File: config.mk
export PLATFORM = sky130hd
export DESIGN_NAME = exec_unit
export DESIGN_NICKNAME = d
export VERILOG_FILES = /design/src/dispatch_pkg.sv /design/src/exec_unit.sv
export SDC_FILE = /design/constraint.sdc
export NUM_CORES = 1
export LEC_CHECK = 0
export BUFFER_PORTS_ARGS = -buffer_cell sky130_fd_sc_hd__buf_2
export CORE_UTILIZATION = 50
export DETAILED_ROUTE_END_ITERATION = 7
export MAX_ROUTING_LAYER = met4
export PLACE_DENSITY_LB_ADDON = 0.05
export REMOVE_ABC_BUFFERS = 1
export SYNTH_ARGS = -nofsm -noshare
export SYNTH_HDL_FRONTEND = slang
export SYNTH_SLANG_ARGS = --single-unit
File: constraint.sdc
create_clock -name clk -period 3.6 [get_ports clk]
set_input_delay 1.08 -clock clk [delete_from_list [all_inputs] [get_ports clk]]
set_output_delay 1.08 -clock clk [all_outputs]
set_load 0.02 [all_outputs]
File: src/dispatch_pkg.sv
// Shared definitions for the dispatch back end
// Widths, physical tag type, unit select and the queue entry layout
// Every RTL module and the testbench import from here
package dispatch_pkg;

	// ==================================================
	// Widths
	// ==================================================
	// Micro-ops written into the queue per cycle
	parameter int DECODE_WIDTH = 2;
	// Queue read ports seen by issue
	parameter int DISPATCH_WIDTH = 2;
	parameter int PHY_REG_NUM = 32;
	parameter int TAG_W = $clog2(PHY_REG_NUM);
	// Operand and result width
	parameter int DATA_W = 16;
	// Wakeup sources, 0 is the writeback bus and 1 the external port
	parameter int WB_WIDTH = 2;

	// ==================================================
	// Types
	// ==================================================
	typedef logic [TAG_W-1:0] phy_tag_t;

	// Target execution unit of a micro-op
	typedef enum logic {
		FU_ALU = 1'b0,
		FU_MUL = 1'b1
	} fu_sel_t;

	// One dispatch queue slot
	typedef struct packed {
		fu_sel_t fu;
		phy_tag_t pdest;
		phy_tag_t src0;
		phy_tag_t src1;
		// Set once the source tag has been broadcast
		logic src0_ready;
		logic src1_ready;
		// Operand values carried with the op
		logic [DATA_W-1:0] opa;
		logic [DATA_W-1:0] opb;
	} dq_entry_t;

endpackage
File: src/exec_unit.sv
// Pipelined execution unit, adder or multiplier by OP
// LATENCY pipe stages feed a one-entry result buffer
// The whole pipe stalls while the buffer waits for a grant
`timescale 1ns/1ps

module exec_unit #(
	parameter int LATENCY = 1,
	parameter dispatch_pkg::fu_sel_t OP = dispatch_pkg::FU_ALU
) (
	input  logic clk,
	input  logic rst_n,
	input  logic start_i,
	input  logic [dispatch_pkg::DATA_W-1:0] opa_i,
	input  logic [dispatch_pkg::DATA_W-1:0] opb_i,
	input  dispatch_pkg::phy_tag_t pdest_i,
	output logic accept_o,
	output logic result_valid_o,
	output dispatch_pkg::phy_tag_t result_pdest_o,
	output logic [dispatch_pkg::DATA_W-1:0] result_data_o,
	input  logic grant_i
);
	import dispatch_pkg::*;

	logic [DATA_W-1:0] op_result;
	// Pipe stages, index 0 takes the start
	logic [LATENCY-1:0] stage_valid;
	phy_tag_t [LATENCY-1:0] stage_pdest;
	logic [LATENCY-1:0][DATA_W-1:0] stage_data;
	// Result buffer
	logic buf_valid;
	phy_tag_t buf_pdest;
	logic [DATA_W-1:0] buf_data;
	logic hold;

	// Low half of the product for the multiplier
	always_comb begin
		if (OP == FU_MUL) begin
			op_result = opa_i * opb_i;
		end else begin
			op_result = opa_i + opb_i;
		end
	end

	// Buffer occupied and not leaving this cycle
	assign hold = buf_valid && !grant_i;
	assign accept_o = !hold;

	always_ff @(posedge clk or negedge rst_n) begin
		if (!rst_n) begin
			stage_valid <= '0;
			buf_valid <= 1'b0;
		end else if (!hold) begin
			stage_valid[0] <= start_i;
			for (int s = 1; s < LATENCY; s++) begin
				stage_valid[s] <= stage_valid[s-1];
			end
			buf_valid <= stage_valid[LATENCY-1];
		end
	end

	// Payload follows the valid bits
	always_ff @(posedge clk) begin
		if (!hold) begin
			stage_pdest[0] <= pdest_i;
			stage_data[0] <= op_result;
			for (int s = 1; s < LATENCY; s++) begin
				stage_pdest[s] <= stage_pdest[s-1];
				stage_data[s] <= stage_data[s-1];
			end
			buf_pdest <= stage_pdest[LATENCY-1];
			buf_data <= stage_data[LATENCY-1];
		end
	end

	assign result_valid_o = buf_valid;
	assign result_pdest_o = buf_pdest;
	assign result_data_o = buf_data;

endmodule

==> results.ini <==
[status]
status = complete, no violations

[final_layout]
multi_input_area_um2 = 739
area_growth_pct = 23.6
layout.area.seq_um2 = 1310
final_cell_area_um2 = 2540
final_layout_size_suffix_gt1_frac = 0.355
antenna_cells = 0
fill_cells = 302
fin_nets = 273
utilization = 0.670
instances_no_fill = 265

[synth]
syn_area_um2 = 2060
synth_top_cell_by_area = edfxtp_1
synth_area_per_cell_um2 = 14.2
synth.distinct_cells = 31
yosysSeqAreaShare = 0.637
synth_top_cell_area_share = 0.612
ys_ff_latch = 44
synthCells = 145
yosysWarnings = 0
synth_area_leaders = edfxtp_1 61%, ha_1 9.1%, xnor2_1 4.3%, a21oi_1 4.1%, dfrtp_1 2.4%

[clocking]
clkSinkCount = 44
holdBufCountCts = 0
post_cts_buffers = 0
cts.htree.levels = 2
root_buffer = clkbuf_8
cts_tree = built
numCtsBuffers = 5
cts_resized = 0
worstSkewPairLatency_ps = 290
cts_buffer_depth = 2
cts.clk_slew.worst_paths_ps = 80

[drt]
ant_nets = 0
wl_per_cell_um = 13.3
vias = 1418
drt_iter0_drc = 98
drc_errors = 0
drtPass1Iterations = 4
wl_um = 3520
via_per_inst = 5.35

[die]
die_width_um = 66.2
core-area_um2 = 3800
die_h_um = 66.2
dieArea_um2 = 4380
start_util = 0.542
ios = 64
rows = 22

[setup_path]
cp.arrival_ps = 2990
cp_cell_sequence = buf_2 > ha_1 > fa_1 > a21o_2 > a311oi_2 > o21ai_0 > a311oi_1 > nor3_1
path_delay_family = compound AO/OA/AOI/OAI gates
critPathMaxFanout = 3
critical_path_buf_inv_count = 1
cp_slowest_stage_delay_ps = 400
cp.required_ps = 3630
crit_slowest_cell = fa_1
start_kind = input pin
critPathKind = in2reg
cp-end-kind = register

[placement]
dpl_cell_area_um2 = 2440
detailedPlace.worstSlack_ps = 340
dp_cells = 257
io_buffers = 63
routabilityCongestion = 0.815
dp_hpwl_um = 2770

[grt]
grt-ovfl-total = 0
grtUsageTotal = 0.185
grt_pass1_wl_um = 5640
grt_pass1_vias = 1270
antenna_found_initial = 0
grt_max_degree = 45

[power_and_ir_drop]
power.leakage_nw = 1.07
vdd_drop_max_v = 0.000188
p_total_mw = 1.28
powerDensity_nw_per_um2 = 505

[flow_run]
maxCapViolCount = 0

[sta]
rsz0062_at_grt = false
fmax_mhz = 337
setup_viol = 0
worst_slack_ps = 634
hold_slack_ps = 413
skew_ps = 6.43
worstMarginPinSlew_ps = 514
slew_violations = 0
post-route-period-util = 0.824
finalSetupTns_ps = 0
slew_headroom = 0.657
hold_viol = 0
period_needed_ps = 2970

[min_path]
hold_class = reg2reg

[flip-flops by register name (all words and copies together) (netlist names)]
signal and count:
result_data_o 16, result_valid_o 1, stage_data 16, result_pdest_o 5
stage_pdest 5, stage_valid 1
[final cells by class]
| cell class | count | area share |
|---|---|---|
| tap | 48 | 0.0236 |
| inverter | 3 | 0.00442 |
| clock buffer | 8 | 0.0393 |
| multi-input combinational | 98 | 0.291 |
| timing repair buffer | 64 | 0.127 |
| sequential | 44 | 0.515 |
[power by group]
group	internal (mW)	switching [mW]	total [mW]
Combinational	0.105	0.167	0.272
Clock	0.175	0.147	0.322
Sequential	0.670	0.0209	0.691
[placed cells by master (no fill, tap or decap), types with 4 or more instances in the layout]
cell type	synthesis	final
xor2_1	5	5
nand2_1	9	9
nand3_1	4	4
buf_2	0	63
clkbuf_8	0	7
ha_1	15	15
o21ai_0	8	8
edfxtp_1	42	42
xnor2_1	10	10
a21oi_1	17	17
[cells by family (layout without fill, tap and decap cells)]
group,Yosys count,in the layout,share of synthesized area
AOI/OAI and AO/OA,40,40,0.124
muxes,2,2,0.0103
xor gates and xnor gates,15,15,0.0638
buffers and inverters,3,75,0.00547
and+or+nand+nor,25,25,0.0589
DFF,44,44,0.637
adders and majority gates,16,16,0.101
[synth_stat cells]
master and instances:
o21bai_1 2, dfrtp_1 2, a21o_1 2, nor2b_1 2, o22ai_1 1, a21oi_1 17
ha_1 15, xnor2_1 10, xor2_1 5, nor3_1 3, nand2_1 9, nor2_1 2
or2_2 1, a311oi_2 1, mux2i_1 1, a311oi_1 1, o21ai_0 8, and3_1 1
a211oi_1 1, nand2b_1 2, edfxtp_1 42, a211o_1 1, inv_1 3, o211ai_1 3
nand3_1 4, a21o_2 1, mux2_2 1, nor3b_1 1, a31oi_1 1, fa_1 1
o41ai_2 1
[layer usage]
metal / share of wire / routed length [µm] / track usage / vias to the layer above
met5: 0 / 0 / - / -
met2: 0.49 / 1720 / 0.290 / 61
met1: 0.42 / 1460 / 0.214 / 651
li1: - / - / - / 702
met3: 0.078 / 275 / 0.0621 / 4
met4: 0.017 / 58 / 0.0904 / 0
[worst paths after layout]
| kind | startpoint | endpoint | slack, ps | cells past startpoint |
|---|---|---|---|---|
| worst max-delay path | opa_i[0] | stage_data[10] | 630 | 8 |
| worst min-delay path | stage_data[13] | result_data_o[13] | 410 | 0 |
| worst max register to register | result_valid_o | stage_valid | 2180 | 3 |
| worst min register to register | stage_data[13] | result_data_o[13] | 410 | 0 |
| max in group asynchronous | rst_n | result_valid_o | 2940 | 1 |
| min in group asynchronous | rst_n | result_valid_o | 560 | 1 |
Note: power is estimated with default switching activity, not from simulation.
