### src/dispatch_pkg.sv
// Shared definitions for the dispatch back end
// Widths, physical tag type, unit select and the queue entry layout
// Every RTL module and the testbench import from here
package dispatch_pkg;

	// ==================================================
	// Widths
	// ==================================================
	// Micro-ops written into the queue per cycle
	parameter int DECODE_WIDTH = 2;
	// Queue read ports seen by issue
	parameter int DISPATCH_WIDTH = 2;
	parameter int PHY_REG_NUM = 32;
	parameter int TAG_W = $clog2(PHY_REG_NUM);
	// Operand and result width
	parameter int DATA_W = 16;
	// Wakeup sources, 0 is the writeback bus and 1 the external port
	parameter int WB_WIDTH = 2;

	// ==================================================
	// Types
	// ==================================================
	typedef logic [TAG_W-1:0] phy_tag_t;

	// Target execution unit of a micro-op
	typedef enum logic {
		FU_ALU = 1'b0,
		FU_MUL = 1'b1
	} fu_sel_t;

	// One dispatch queue slot
	typedef struct packed {
		fu_sel_t fu;
		phy_tag_t pdest;
		phy_tag_t src0;
		phy_tag_t src1;
		// Set once the source tag has been broadcast
		logic src0_ready;
		logic src1_ready;
		// Operand values carried with the op
		logic [DATA_W-1:0] opa;
		logic [DATA_W-1:0] opb;
	} dq_entry_t;

endpackage
### src/issue_select.sv
// In-order issue from the dispatch queue head
// Picks a prefix of ready head entries and starts their units
// Purely combinational, the issue happens in the read cycle
`timescale 1ns/1ps

module issue_select (
	// Queue head
	input  logic [dispatch_pkg::DISPATCH_WIDTH-1:0] read_valid_i,
	input  dispatch_pkg::dq_entry_t [dispatch_pkg::DISPATCH_WIDTH-1:0] read_data_i,
	output logic [dispatch_pkg::DISPATCH_WIDTH-1:0] read_ready_o,
	// Unit availability
	input  logic alu_accept_i,
	input  logic mul_accept_i,
	// Adder start
	output logic alu_start_o,
	output logic [dispatch_pkg::DATA_W-1:0] alu_opa_o,
	output logic [dispatch_pkg::DATA_W-1:0] alu_opb_o,
	output dispatch_pkg::phy_tag_t alu_pdest_o,
	// Multiplier start
	output logic mul_start_o,
	output logic [dispatch_pkg::DATA_W-1:0] mul_opa_o,
	output logic [dispatch_pkg::DATA_W-1:0] mul_opb_o,
	output dispatch_pkg::phy_tag_t mul_pdest_o
);
	import dispatch_pkg::*;

	// ==================================================
	// Head walk
	// ==================================================
	always_comb begin
		dq_entry_t entry;
		logic stop;
		logic unit_free;
		read_ready_o = '0;
		alu_start_o = 1'b0;
		alu_opa_o = '0;
		alu_opb_o = '0;
		alu_pdest_o = '0;
		mul_start_o = 1'b0;
		mul_opa_o = '0;
		mul_opb_o = '0;
		mul_pdest_o = '0;
		stop = 1'b0;
		for (int i = 0; i < DISPATCH_WIDTH; i++) begin
			entry = read_data_i[i];
			// Unit must accept and not be claimed by an older entry
			if (entry.fu == FU_ALU) begin
				unit_free = alu_accept_i && !alu_start_o;
			end else begin
				unit_free = mul_accept_i && !mul_start_o;
			end
			if (stop || !read_valid_i[i] || !entry.src0_ready || !entry.src1_ready
				|| !unit_free) begin
				// Younger entries wait behind this one
				stop = 1'b1;
			end else begin
				read_ready_o[i] = 1'b1;
				if (entry.fu == FU_ALU) begin
					alu_start_o = 1'b1;
					alu_opa_o = entry.opa;
					alu_opb_o = entry.opb;
					alu_pdest_o = entry.pdest;
				end else begin
					mul_start_o = 1'b1;
					mul_opa_o = entry.opa;
					mul_opb_o = entry.opb;
					mul_pdest_o = entry.pdest;
				end
			end
		end
	end

endmodule

### config.mk
export PLATFORM = sky130hd
export DESIGN_NAME = issue_select
export DESIGN_NICKNAME = d
export VERILOG_FILES = /design/src/dispatch_pkg.sv /design/src/issue_select.sv
export SDC_FILE = /design/constraint.sdc
export NUM_CORES = 1
export LEC_CHECK = 0
export BUFFER_PORTS_ARGS = -buffer_cell sky130_fd_sc_hd__buf_2
export CAP_MARGIN = 20
export CORE_MARGIN = 5
export CORE_UTILIZATION = 38
export DETAILED_ROUTE_END_ITERATION = 8
export PLACE_DENSITY = 0.88
export SLEW_MARGIN = 10
export SYNTH_ARGS = -nofsm -noshare
export SYNTH_HDL_FRONTEND = slang
export SYNTH_SLANG_ARGS = --single-unit
export TNS_END_PERCENT = 20
### constraint.sdc
create_clock -name vclk -period 1.3
set_input_delay 0.065 -clock vclk [all_inputs]
set_output_delay 0.065 -clock vclk [all_outputs]
set_load 0.005 [all_outputs]
==> results.py, run 1 <==
metrics = {
    "power_and_ir_drop": {
        "switching_share_pct": 52.6,
        "ir_drop_mv": 0.112,
        "p_sw_mw": 0.256,
        "clock_power_share_pct": 0,
        "leakage_nw": 1.10,
        "power_density_mw_per_mm2": 208,
        "p_seq_share_pct": 0,
        "power_mw": 0.487,
        "p_comb_share_pct": 100.0,
        "p_int_mw": 0.231,
    },
    "worst_hold_path": {
        "hp-class": "input pin to output pin",
    },
    "global_route": {
        "grt_max_degree": 40,
        "grt_pass1_wl_um": 9870,
        "grt_overflow": 0,
        "grt_usage_pct": 21.2,
        "grt_pass1_vias": 2223,
        "antenna_found_initial": 0,
    },
    "detailed_routing": {
        "via_per_inst": 5.97,
        "wl_um": 6630,
        "wire_per_inst_um": 15.8,
        "firstDrtPassIters": 4,
        "drtAntennaViolNets": 0,
        "drc": 0,
        "vias": 2515,
        "first_iter_violations": 168,
    },
    "final_layout": {
        "nFlopsAndLatches": 0,
        "synthToLayoutAreaGrowth_pct": 51.7,
        "final-seq-area_um2": 0,
        "clock_buffers": 0,
        "final_util_pct": 58.8,
        "layout-drive-gt1-share_pct": 47.4,
        "antenna_cells": 0,
        "final_nets": 477,
    },
    "clocking": {
        "cts_hold_buf": 0,
        "post_cts_buffers": 0,
        "post_cts_resize_count": 0,
    },
    "placement": {
        "globalplace.congestion": 0.754,
        "port_buffers": 162,
        "hpwlAfterDp_um": 4610,
        "pre_cts_ws_ns": 0.122,
    },
    "synthesis": {
        "synth_top_area_share_pct": 21.1,
        "synthDistinctLibCells": 20,
        "synthTopCellsByArea": "a32oi_1 (21%), nand4b_1 (21%), nand2b_1 (15%)",
        "yosys.area.top_type": "a32oi_1",
        "yosysWarnings": 0,
        "synth_cells": 237,
        "syn_nets": 341,
        "synth.most_common_cell": "nor2_1",
        "seq_area_frac_synth_pct": 0,
        "avgSynthCellArea_um2": 6.49,
        "syn_area_mm2": 0.00154,
        "synthTopCellsByCount": "nor2_1 (39), a21oi_1 (38), a32oi_1 (37), nand2b_1 (37), nand4b_1 (37)",
    },
    "sta": {
        "drv_slew": 0,
        "fin_ws_ns": 0.124,
        "setup_viol": 0,
        "tns_ns": 0,
        "worstMarginPinSlew_ns": 0.320,
        "slew_headroom_pct": 78.7,
        "rsz0062_at_grt": "no",
        "hold_viol": 0,
        "period_minus_slack_ns": 1.18,
        "max_freq_mhz": 850,
        "min_period_over_period_pct": 90.5,
    },
    "setup_path": {
        "crit_chain": "buf_2 -> and2_4 -> o2111ai_4 -> buf_12 -> nor2_1 -> buf_2",
        "crit_slowest_cell": "o2111ai_4",
        "critical_path.most_common_cell": "buf_2",
        "cp.arrival_ns": 1.11,
        "timing.critical_path.to": "mul_opb_o[14]",
        "cp-startpoint": "read_data_i[49]",
        "critical-path-top-delay-family": "buffers and inverters",
        "end_kind": "output pin",
        "crit_path_start_kind": "input pin",
        "worst-path-stages": 6,
        "crit_type": "input pin to output pin",
        "cp.required_ns": 1.24,
        "crit_path_max_incr_delay_ns": 0.25,
        "crit_buf_inv": 3,
        "crit_path_max_fanout": 38,
    },
    "die": {
        "fp-row-count": 23,
        "fp.dieW_um": 73.6,
        "io_pins": 182,
        "start_util_pct": 38.8,
        "die_y_um": 73.6,
        "dieArea_mm2": 0.00542,
        "fp.coreArea_mm2": 0.00397,
    },
    "flow_run": {
        "maxCapViolCount": 0,
    },
    "run_status": {
        "status": "complete, no violations",
    },
}
==> power groups by stage <==
stage	logic, mW	registers [mW]	clock network, mW
detailed placement	0.480	0	0
CTS	0.482	0	0
floorplan	0.260	0	0
global route	0.528	0	0
global placement	0.463	0	0
finish	0.487	0	0
==> cell families after synthesis <==
family	Yosys count	synth area share, %
XOR/XNOR	1	0.569
AO/OA/AOI/OAI	77	34.8
AND/OR/NAND/NOR	120	48.8
buffers and inverters	39	15.9
==> cell usage in the layout (no fill, tap or decap), drive strengths merged <==
cell / count
a21oi: 38
a31oi: 1
a32oi: 37
and2: 1
and3: 1
and3b: 1
buf: 172
inv: 1
nand2b: 37
nand3: 1
nand3b: 1
nand4: 1
nand4b: 37
nor2: 39
nor2b: 1
o2111ai: 1
xor2: 1
==> area by class of cell <==
| class | instances | area (µm²) |
|---|---|---|
| fill | 371 | 1640 |
| inverter | 1 | 3.75 |
| multi-input combinational | 198 | 1310 |
| tap | 50 | 62.6 |
| timing repair buffer | 172 | 961 |
==> worst min-delay path, stage by stage <==
cell     delay (ns)
buf_2          0.09
a32oi_1        0.04
nor2_1         0.07
buf_2          0.11
==> worst min path at each step <==
| stage | from | to | slack, ns | cells after the start |
|---|---|---|---|---|
| finish | read_data_i[7] | mul_opb_o[7] | 0.44 | 4 |
| CTS | read_data_i[7] | mul_opb_o[7] | 0.44 | 4 |
| detailed placement | read_data_i[7] | mul_opb_o[7] | 0.44 | 4 |
| floorplan | mul_accept_i | read_ready_o[1] | 0.22 | 2 |
| global placement | read_data_i[1] | mul_opb_o[1] | 0.44 | 4 |
| global route | read_data_i[45] | mul_pdest_o[1] | 0.46 | 4 |
==> per-stage QoR <==
stage	std cells	hold slack, ns	instance area [µm²]
4_1_cts	421	0.443	2330
5_1_grt	421	0.460	2330
2_1_floorplan	237	0.216	1540
6_report	421	0.441	2330
3_5_place_dp	421	0.439	2330
3_3_place_gp	421	0.437	2330
==> routing by layer <==
layer	GRT usage (%)	routed length (µm)	share of wire (%)	up-vias
li1	-	-	-	1177
met1	25.8	2500	38	1173
met2	40.1	3410	51	152
met3	2.60	662	10	13
met4	2.82	64	0.96	0
met5	0	0	0	-
(Power assumes the default switching activity.)
==> run 2: changes to the inputs <==
--- a/config.mk
+++ b/config.mk
@@ -6,11 +6,12 @@
 export NUM_CORES = 1
 export LEC_CHECK = 0
 export BUFFER_PORTS_ARGS = -buffer_cell sky130_fd_sc_hd__buf_2
-export CAP_MARGIN = 20
+export CAP_MARGIN = 0
 export CORE_MARGIN = 5
 export CORE_UTILIZATION = 38
 export DETAILED_ROUTE_END_ITERATION = 8
 export PLACE_DENSITY = 0.88
+export SETUP_SLACK_MARGIN = 0.3
 export SLEW_MARGIN = 10
 export SYNTH_ARGS = -nofsm -noshare
 export SYNTH_HDL_FRONTEND = slang
==> run 2 against run 1 <==
Combinational power is 33% higher. Global-route usage is 2.7 points higher. Cell area is 23% higher. Maximum frequency is 0.83% higher. Non-clock buffer count is 21 higher. Wire length is 27% higher. Setup slack better by 0.0096 ns. First-iteration DRC count is 21% higher.
==> results.py, run 2 (synthesized netlist as in run 1, its figures left out) <==
metrics = {
    "run_status": {
        "status": "complete, no violations",
    },
    "final_layout": {
        "nFlopsAndLatches": 0,
        "synthToLayoutAreaGrowth_pct": 86.7,
        "layout-drive-gt1-share_pct": 55.1,
        "final_nets": 498,
        "mostFrequentLayoutCells": "buf_2 (156), nand2b_1 (37), nand4b_1 (37), a32oi_1 (34), a21oi_1 (32)",
        "clock_buffers": 0,
        "final-seq-area_um2": 0,
        "antenna_cells": 0,
        "layout_commonest_cell": "buf_2",
    },
    "die": {
        "fp.coreArea_mm2": 0.00397,
        "die_y_um": 73.6,
        "dieArea_mm2": 0.00542,
        "start_util_pct": 38.8,
        "fp-row-count": 23,
        "io_pins": 182,
        "fp.dieW_um": 73.6,
    },
    "placement": {
        "port_buffers": 162,
        "hpwlAfterDp_um": 4610,
        "globalplace.congestion": 0.754,
        "pre_cts_ws_ns": 0.122,
    },
    "setup_path": {
        "critical-path-top-delay-family": "buffers and inverters",
        "critical_path.most_common_cell": "buf_6",
        "worst-path-stages": 8,
        "cp-startpoint": "alu_accept_i",
        "crit_chain": "buf_2 -> nor2b_4 -> o2111ai_4 -> buf_6 -> buf_6 -> buf_12 -> nor2_4 -> buf_6",
        "cp.arrival_ns": 1.10,
        "crit_slowest_cell": "nor2b_4",
        "crit_type": "input pin to output pin",
        "crit_path_max_incr_delay_ns": 0.16,
        "crit_buf_inv": 5,
        "crit_path_max_fanout": 5,
        "cp.required_ns": 1.24,
        "crit_path_start_kind": "input pin",
        "end_kind": "output pin",
        "timing.critical_path.to": "mul_opa_o[8]",
    },
    "detailed_routing": {
        "wl_met3_um": 854,
        "wire_per_inst_um": 19.0,
        "drtAntennaViolNets": 0,
        "via_per_inst": 6.14,
        "wl_um": 8410,
        "drc": 0,
        "firstDrtPassIters": 4,
        "vias": 2713,
        "top_layer_used": "met4",
        "met2_length_um": 4300,
        "first_iter_violations": 203,
        "wl_met1_um": 3070,
    },
    "global_route": {
        "grt_pass1_wl_um": 10700,
        "grt_usage_pct": 23.9,
        "grt_max_degree": 39,
        "antenna_found_initial": 0,
        "grt_pass1_vias": 2407,
        "grt_overflow": 0,
    },
    "sta": {
        "setup_viol": 0,
        "rsz0062_at_grt": "yes",
        "drv_slew": 0,
        "hold_viol": 0,
        "worstMarginPinSlew_ns": 0.333,
        "max_freq_mhz": 857,
        "tns_ns": 0,
        "slew_headroom_pct": 77.8,
        "period_minus_slack_ns": 1.17,
        "fin_ws_ns": 0.134,
        "min_period_over_period_pct": 89.7,
    },
    "power_and_ir_drop": {
        "leakage_nw": 1.31,
        "power_density_mw_per_mm2": 225,
        "ir_drop_mv": 0.138,
    },
    "flow_run": {
        "maxCapViolCount": 0,
    },
    "clocking": {
        "cts_hold_buf": 0,
    },
    "worst_hold_path": {
        "hp-class": "input pin to output pin",
    },
}
-- run 2: cell types whose count changed in the layout (fill, tap and decap cells not counted), sizes merged --
cell,previous run,this run
buf,172,188
clkbuf,0,5
-- run 2: worst min path at each step --
stage / from / to / slack, ns / depth (start not counted)
6_report: mul_accept_i / read_ready_o[1] / 0.43 / 4
5_1_grt: read_data_i[45] / mul_pdest_o[1] / 0.46 / 4
4_1_cts: mul_accept_i / read_ready_o[1] / 0.44 / 4
3_5_place_dp: read_data_i[7] / mul_opb_o[7] / 0.44 / 4
3_3_place_gp: read_data_i[1] / mul_opb_o[1] / 0.44 / 4
2_1_floorplan: mul_accept_i / read_ready_o[1] / 0.22 / 2
-- run 2: metal layers --
metal / track usage [%] / vias to the layer above
li1: - / 1232
met3: 3.69 / 28
met4: 6.84 / 0
met5: 0 / -
met2: 45.7 / 191
met1: 26.8 / 1262
-- run 2: report_power, final --
part / internal, mW / switching (mW) / total (mW)
combinational: 0.331 / 0.316 / 0.646
clock: 0 / 0 / 0
sequential: 0 / 0 / 0
total: 0.331 / 0.316 / 0.646
-- run 2: through the flow --
step                utilization [%]  hold slack (ns)  area [µm²]  cells  total power [mW]
finish                         72.4            0.431        2870    442             0.646
global route                   72.4            0.460        2870    442             0.685
CTS                            65.8            0.436        2620    433             0.557
detailed placement             58.8            0.439        2330    421             0.480
global placement               58.8            0.437        2330    421             0.463
floorplan                         -            0.216        1540    237             0.260
-- run 2: area by class of cell --
type / count / area (µm²)
inverter: 1 / 3.75
fill: 327 / 1100
multi-input combinational: 198 / 1410
timing repair buffer: 193 / 1400
tap: 50 / 62.6
-- run 2: worst min-delay path, cell delays in order --
cell and delay [ns]:
buf_6 0.10, nand3_1 0.05, nor2_1 0.03, buf_2 0.11
-- run 2: repair_timing --
action / CTS / global route
setup buffers: 7 / 3
cloned: 5 / 6
pin swaps: 5 / 24
resized for setup: 24 / 20
endpoints found under the setup margin: 77 / 78
==> run 3: changes to the inputs <==
--- a/config.mk
+++ b/config.mk
@@ -11,6 +11,7 @@
 export CORE_UTILIZATION = 38
 export DETAILED_ROUTE_END_ITERATION = 8
 export PLACE_DENSITY = 0.88
+export RECOVER_POWER = 25
 export SETUP_SLACK_MARGIN = 0.3
 export SLEW_MARGIN = 10
 export SYNTH_ARGS = -nofsm -noshare
==> run 3 against run 2 <==
Combinational power shrank 1%. Cell area decreased by 1.6%. Non-clock buffer count stayed put. Total power shrank 1.2%. Wire length is 0.52% higher. Count of clock-buffer cells in the layout is the same. Sequential cell count stayed put. Die area unchanged. Critical path type unchanged. Critical endpoint is now alu_opa_o[4]. Largest power group unchanged.
==> results.py, run 3 (synthesized netlist as in run 1, its figures left out) <==
metrics = {
    "global_route": {
        "grt_usage_pct": 23.9,
        "grt_use_met2_pct": 45.7,
        "grt_pass1_wl_um": 10700,
        "busiest_layer": "met2",
        "grt_max_degree": 39,
        "grt_overflow": 0,
        "antenna_found_initial": 0,
        "grt_pass1_vias": 2407,
        "gr-usage-met3_pct": 3.69,
        "grt_use_met1_pct": 26.8,
    },
    "detailed_routing": {
        "firstDrtPassIters": 5,
        "wire_per_inst_um": 19.1,
        "wl_um": 8450,
        "vias": 2719,
        "via_per_inst": 6.15,
        "first_iter_violations": 215,
        "drc": 0,
        "drtAntennaViolNets": 0,
    },
    "power_and_ir_drop": {
        "leakage_nw": 1.27,
        "power_density_mw_per_mm2": 226,
        "ir_drop_mv": 0.138,
    },
    "die": {
        "fp.coreArea_mm2": 0.00397,
        "dieArea_mm2": 0.00542,
        "io_pins": 182,
        "die_y_um": 73.6,
        "fp.dieW_um": 73.6,
        "fp-row-count": 23,
        "start_util_pct": 38.8,
    },
    "setup_path": {
        "crit_type": "input pin to output pin",
        "cp.arrival_ns": 1.18,
        "crit_slowest_cell": "clkbuf_4",
        "end_kind": "output pin",
        "crit_chain": "buf_12 -> and2_4 -> buf_6 -> clkbuf_4 -> nand4b_1 -> a21oi_1 -> buf_2",
        "crit_path_max_incr_delay_ns": 0.29,
        "crit_path_start_kind": "input pin",
        "cp.required_ns": 1.24,
        "crit_path_max_fanout": 18,
    },
    "final_layout": {
        "mostFrequentLayoutCells": "buf_2 (148), nand2b_1 (37), nand4b_1 (37), a21oi_1 (37), a32oi_1 (34)",
        "final_nets": 498,
        "layout_commonest_cell": "buf_2",
        "final_util_pct": 71.2,
        "antenna_cells": 0,
        "clock_buffers": 0,
        "synthToLayoutAreaGrowth_pct": 83.7,
        "layout-drive-gt1-share_pct": 51.8,
        "nFlopsAndLatches": 0,
        "final-seq-area_um2": 0,
    },
    "run_status": {
        "status": "complete, no violations",
    },
    "sta": {
        "rsz0062_at_grt": "yes",
        "worstMarginPinSlew_ns": 0.325,
        "min_period_over_period_pct": 96.1,
        "tns_ns": 0,
        "hold_viol": 0,
        "max_freq_mhz": 800,
        "period_minus_slack_ns": 1.25,
        "setup_viol": 0,
        "slew_headroom_pct": 78.3,
        "drv_slew": 0,
    },
    "worst_hold_path": {
        "hp-class": "input pin to output pin",
        "worst_hold_path.endpoint": "read_ready_o[1]",
        "holdCritStartpoint": "mul_accept_i",
        "hold_depth": 4,
    },
    "flow_run": {
        "maxCapViolCount": 0,
    },
    "clocking": {
        "cts_hold_buf": 0,
    },
    "placement": {
        "hpwlAfterDp_um": 4610,
        "globalplace.congestion": 0.754,
        "port_buffers": 162,
    },
}
[run 3: changes by cell type in the layout (fill, tap and decap cells not counted), sizes merged]
cell,previous run,this run
buf,188,180
clkbuf,5,13
[run 3: metrics by stage]
stage               instance area [µm²]  total power, mW  hold WS [ns]  cells  setup WS (ns)
finish                             2830            0.639         0.431    442         0.0508
global route                       2830            0.676         0.460    442         0.0221
CTS                                2620            0.557         0.436    433          0.152
detailed placement                 2330            0.480         0.439    421          0.122
global placement                   2330            0.463         0.437    421          0.120
floorplan                          1540            0.260         0.216    237          0.385
[run 3: worst max path at each step]
stage                    start  slack (ns)        endpoint
2_1_floorplan  read_data_i[82]        0.38    alu_opb_o[0]
3_5_place_dp   read_data_i[49]        0.12    mul_opa_o[8]
5_1_grt        read_data_i[49]        0.02  alu_pdest_o[1]
3_3_place_gp   read_data_i[49]        0.12   alu_opb_o[10]
4_1_cts           mul_accept_i        0.15    mul_opa_o[8]
6_report       read_data_i[49]        0.05    alu_opa_o[4]
[run 3: final cells by class]
type                       instances  area (µm²)
fill                             342        1140
inverter                           1        3.75
multi-input combinational        198        1390
tap                               50        62.6
timing repair buffer             193        1370
[run 3: timing repair]
action,CTS,global route
endpoints found under the setup margin,77,78
setup buffers,7,3
hold endpoints to repair,0,0
resized for setup,24,20
gates cloned,5,6
pin swaps,5,24
[run 3: critical path, delay by kind of cell]
kind	cells	cell delay [ns]
AND/OR/NAND/NOR	2	0.29
AO/OA/AOI/OAI	1	0.19
buffers and inverters	4	0.64
[run 3: per-layer routing]
layer / share of wire, % / vias up
met5: 0 / -
met4: 2.1 / 0
met3: 11 / 28
met2: 51 / 203
met1: 36 / 1255
li1: - / 1233
[run 3: power by group]
| part | switching, mW | leakage [nW] | total, mW | internal [mW] |
|---|---|---|---|---|
| combinational | 0.314 | 1.27 | 0.639 | 0.324 |
| clock | 0 | 0 | 0 | 0 |
| sequential | 0 | 0 | 0 | 0 |
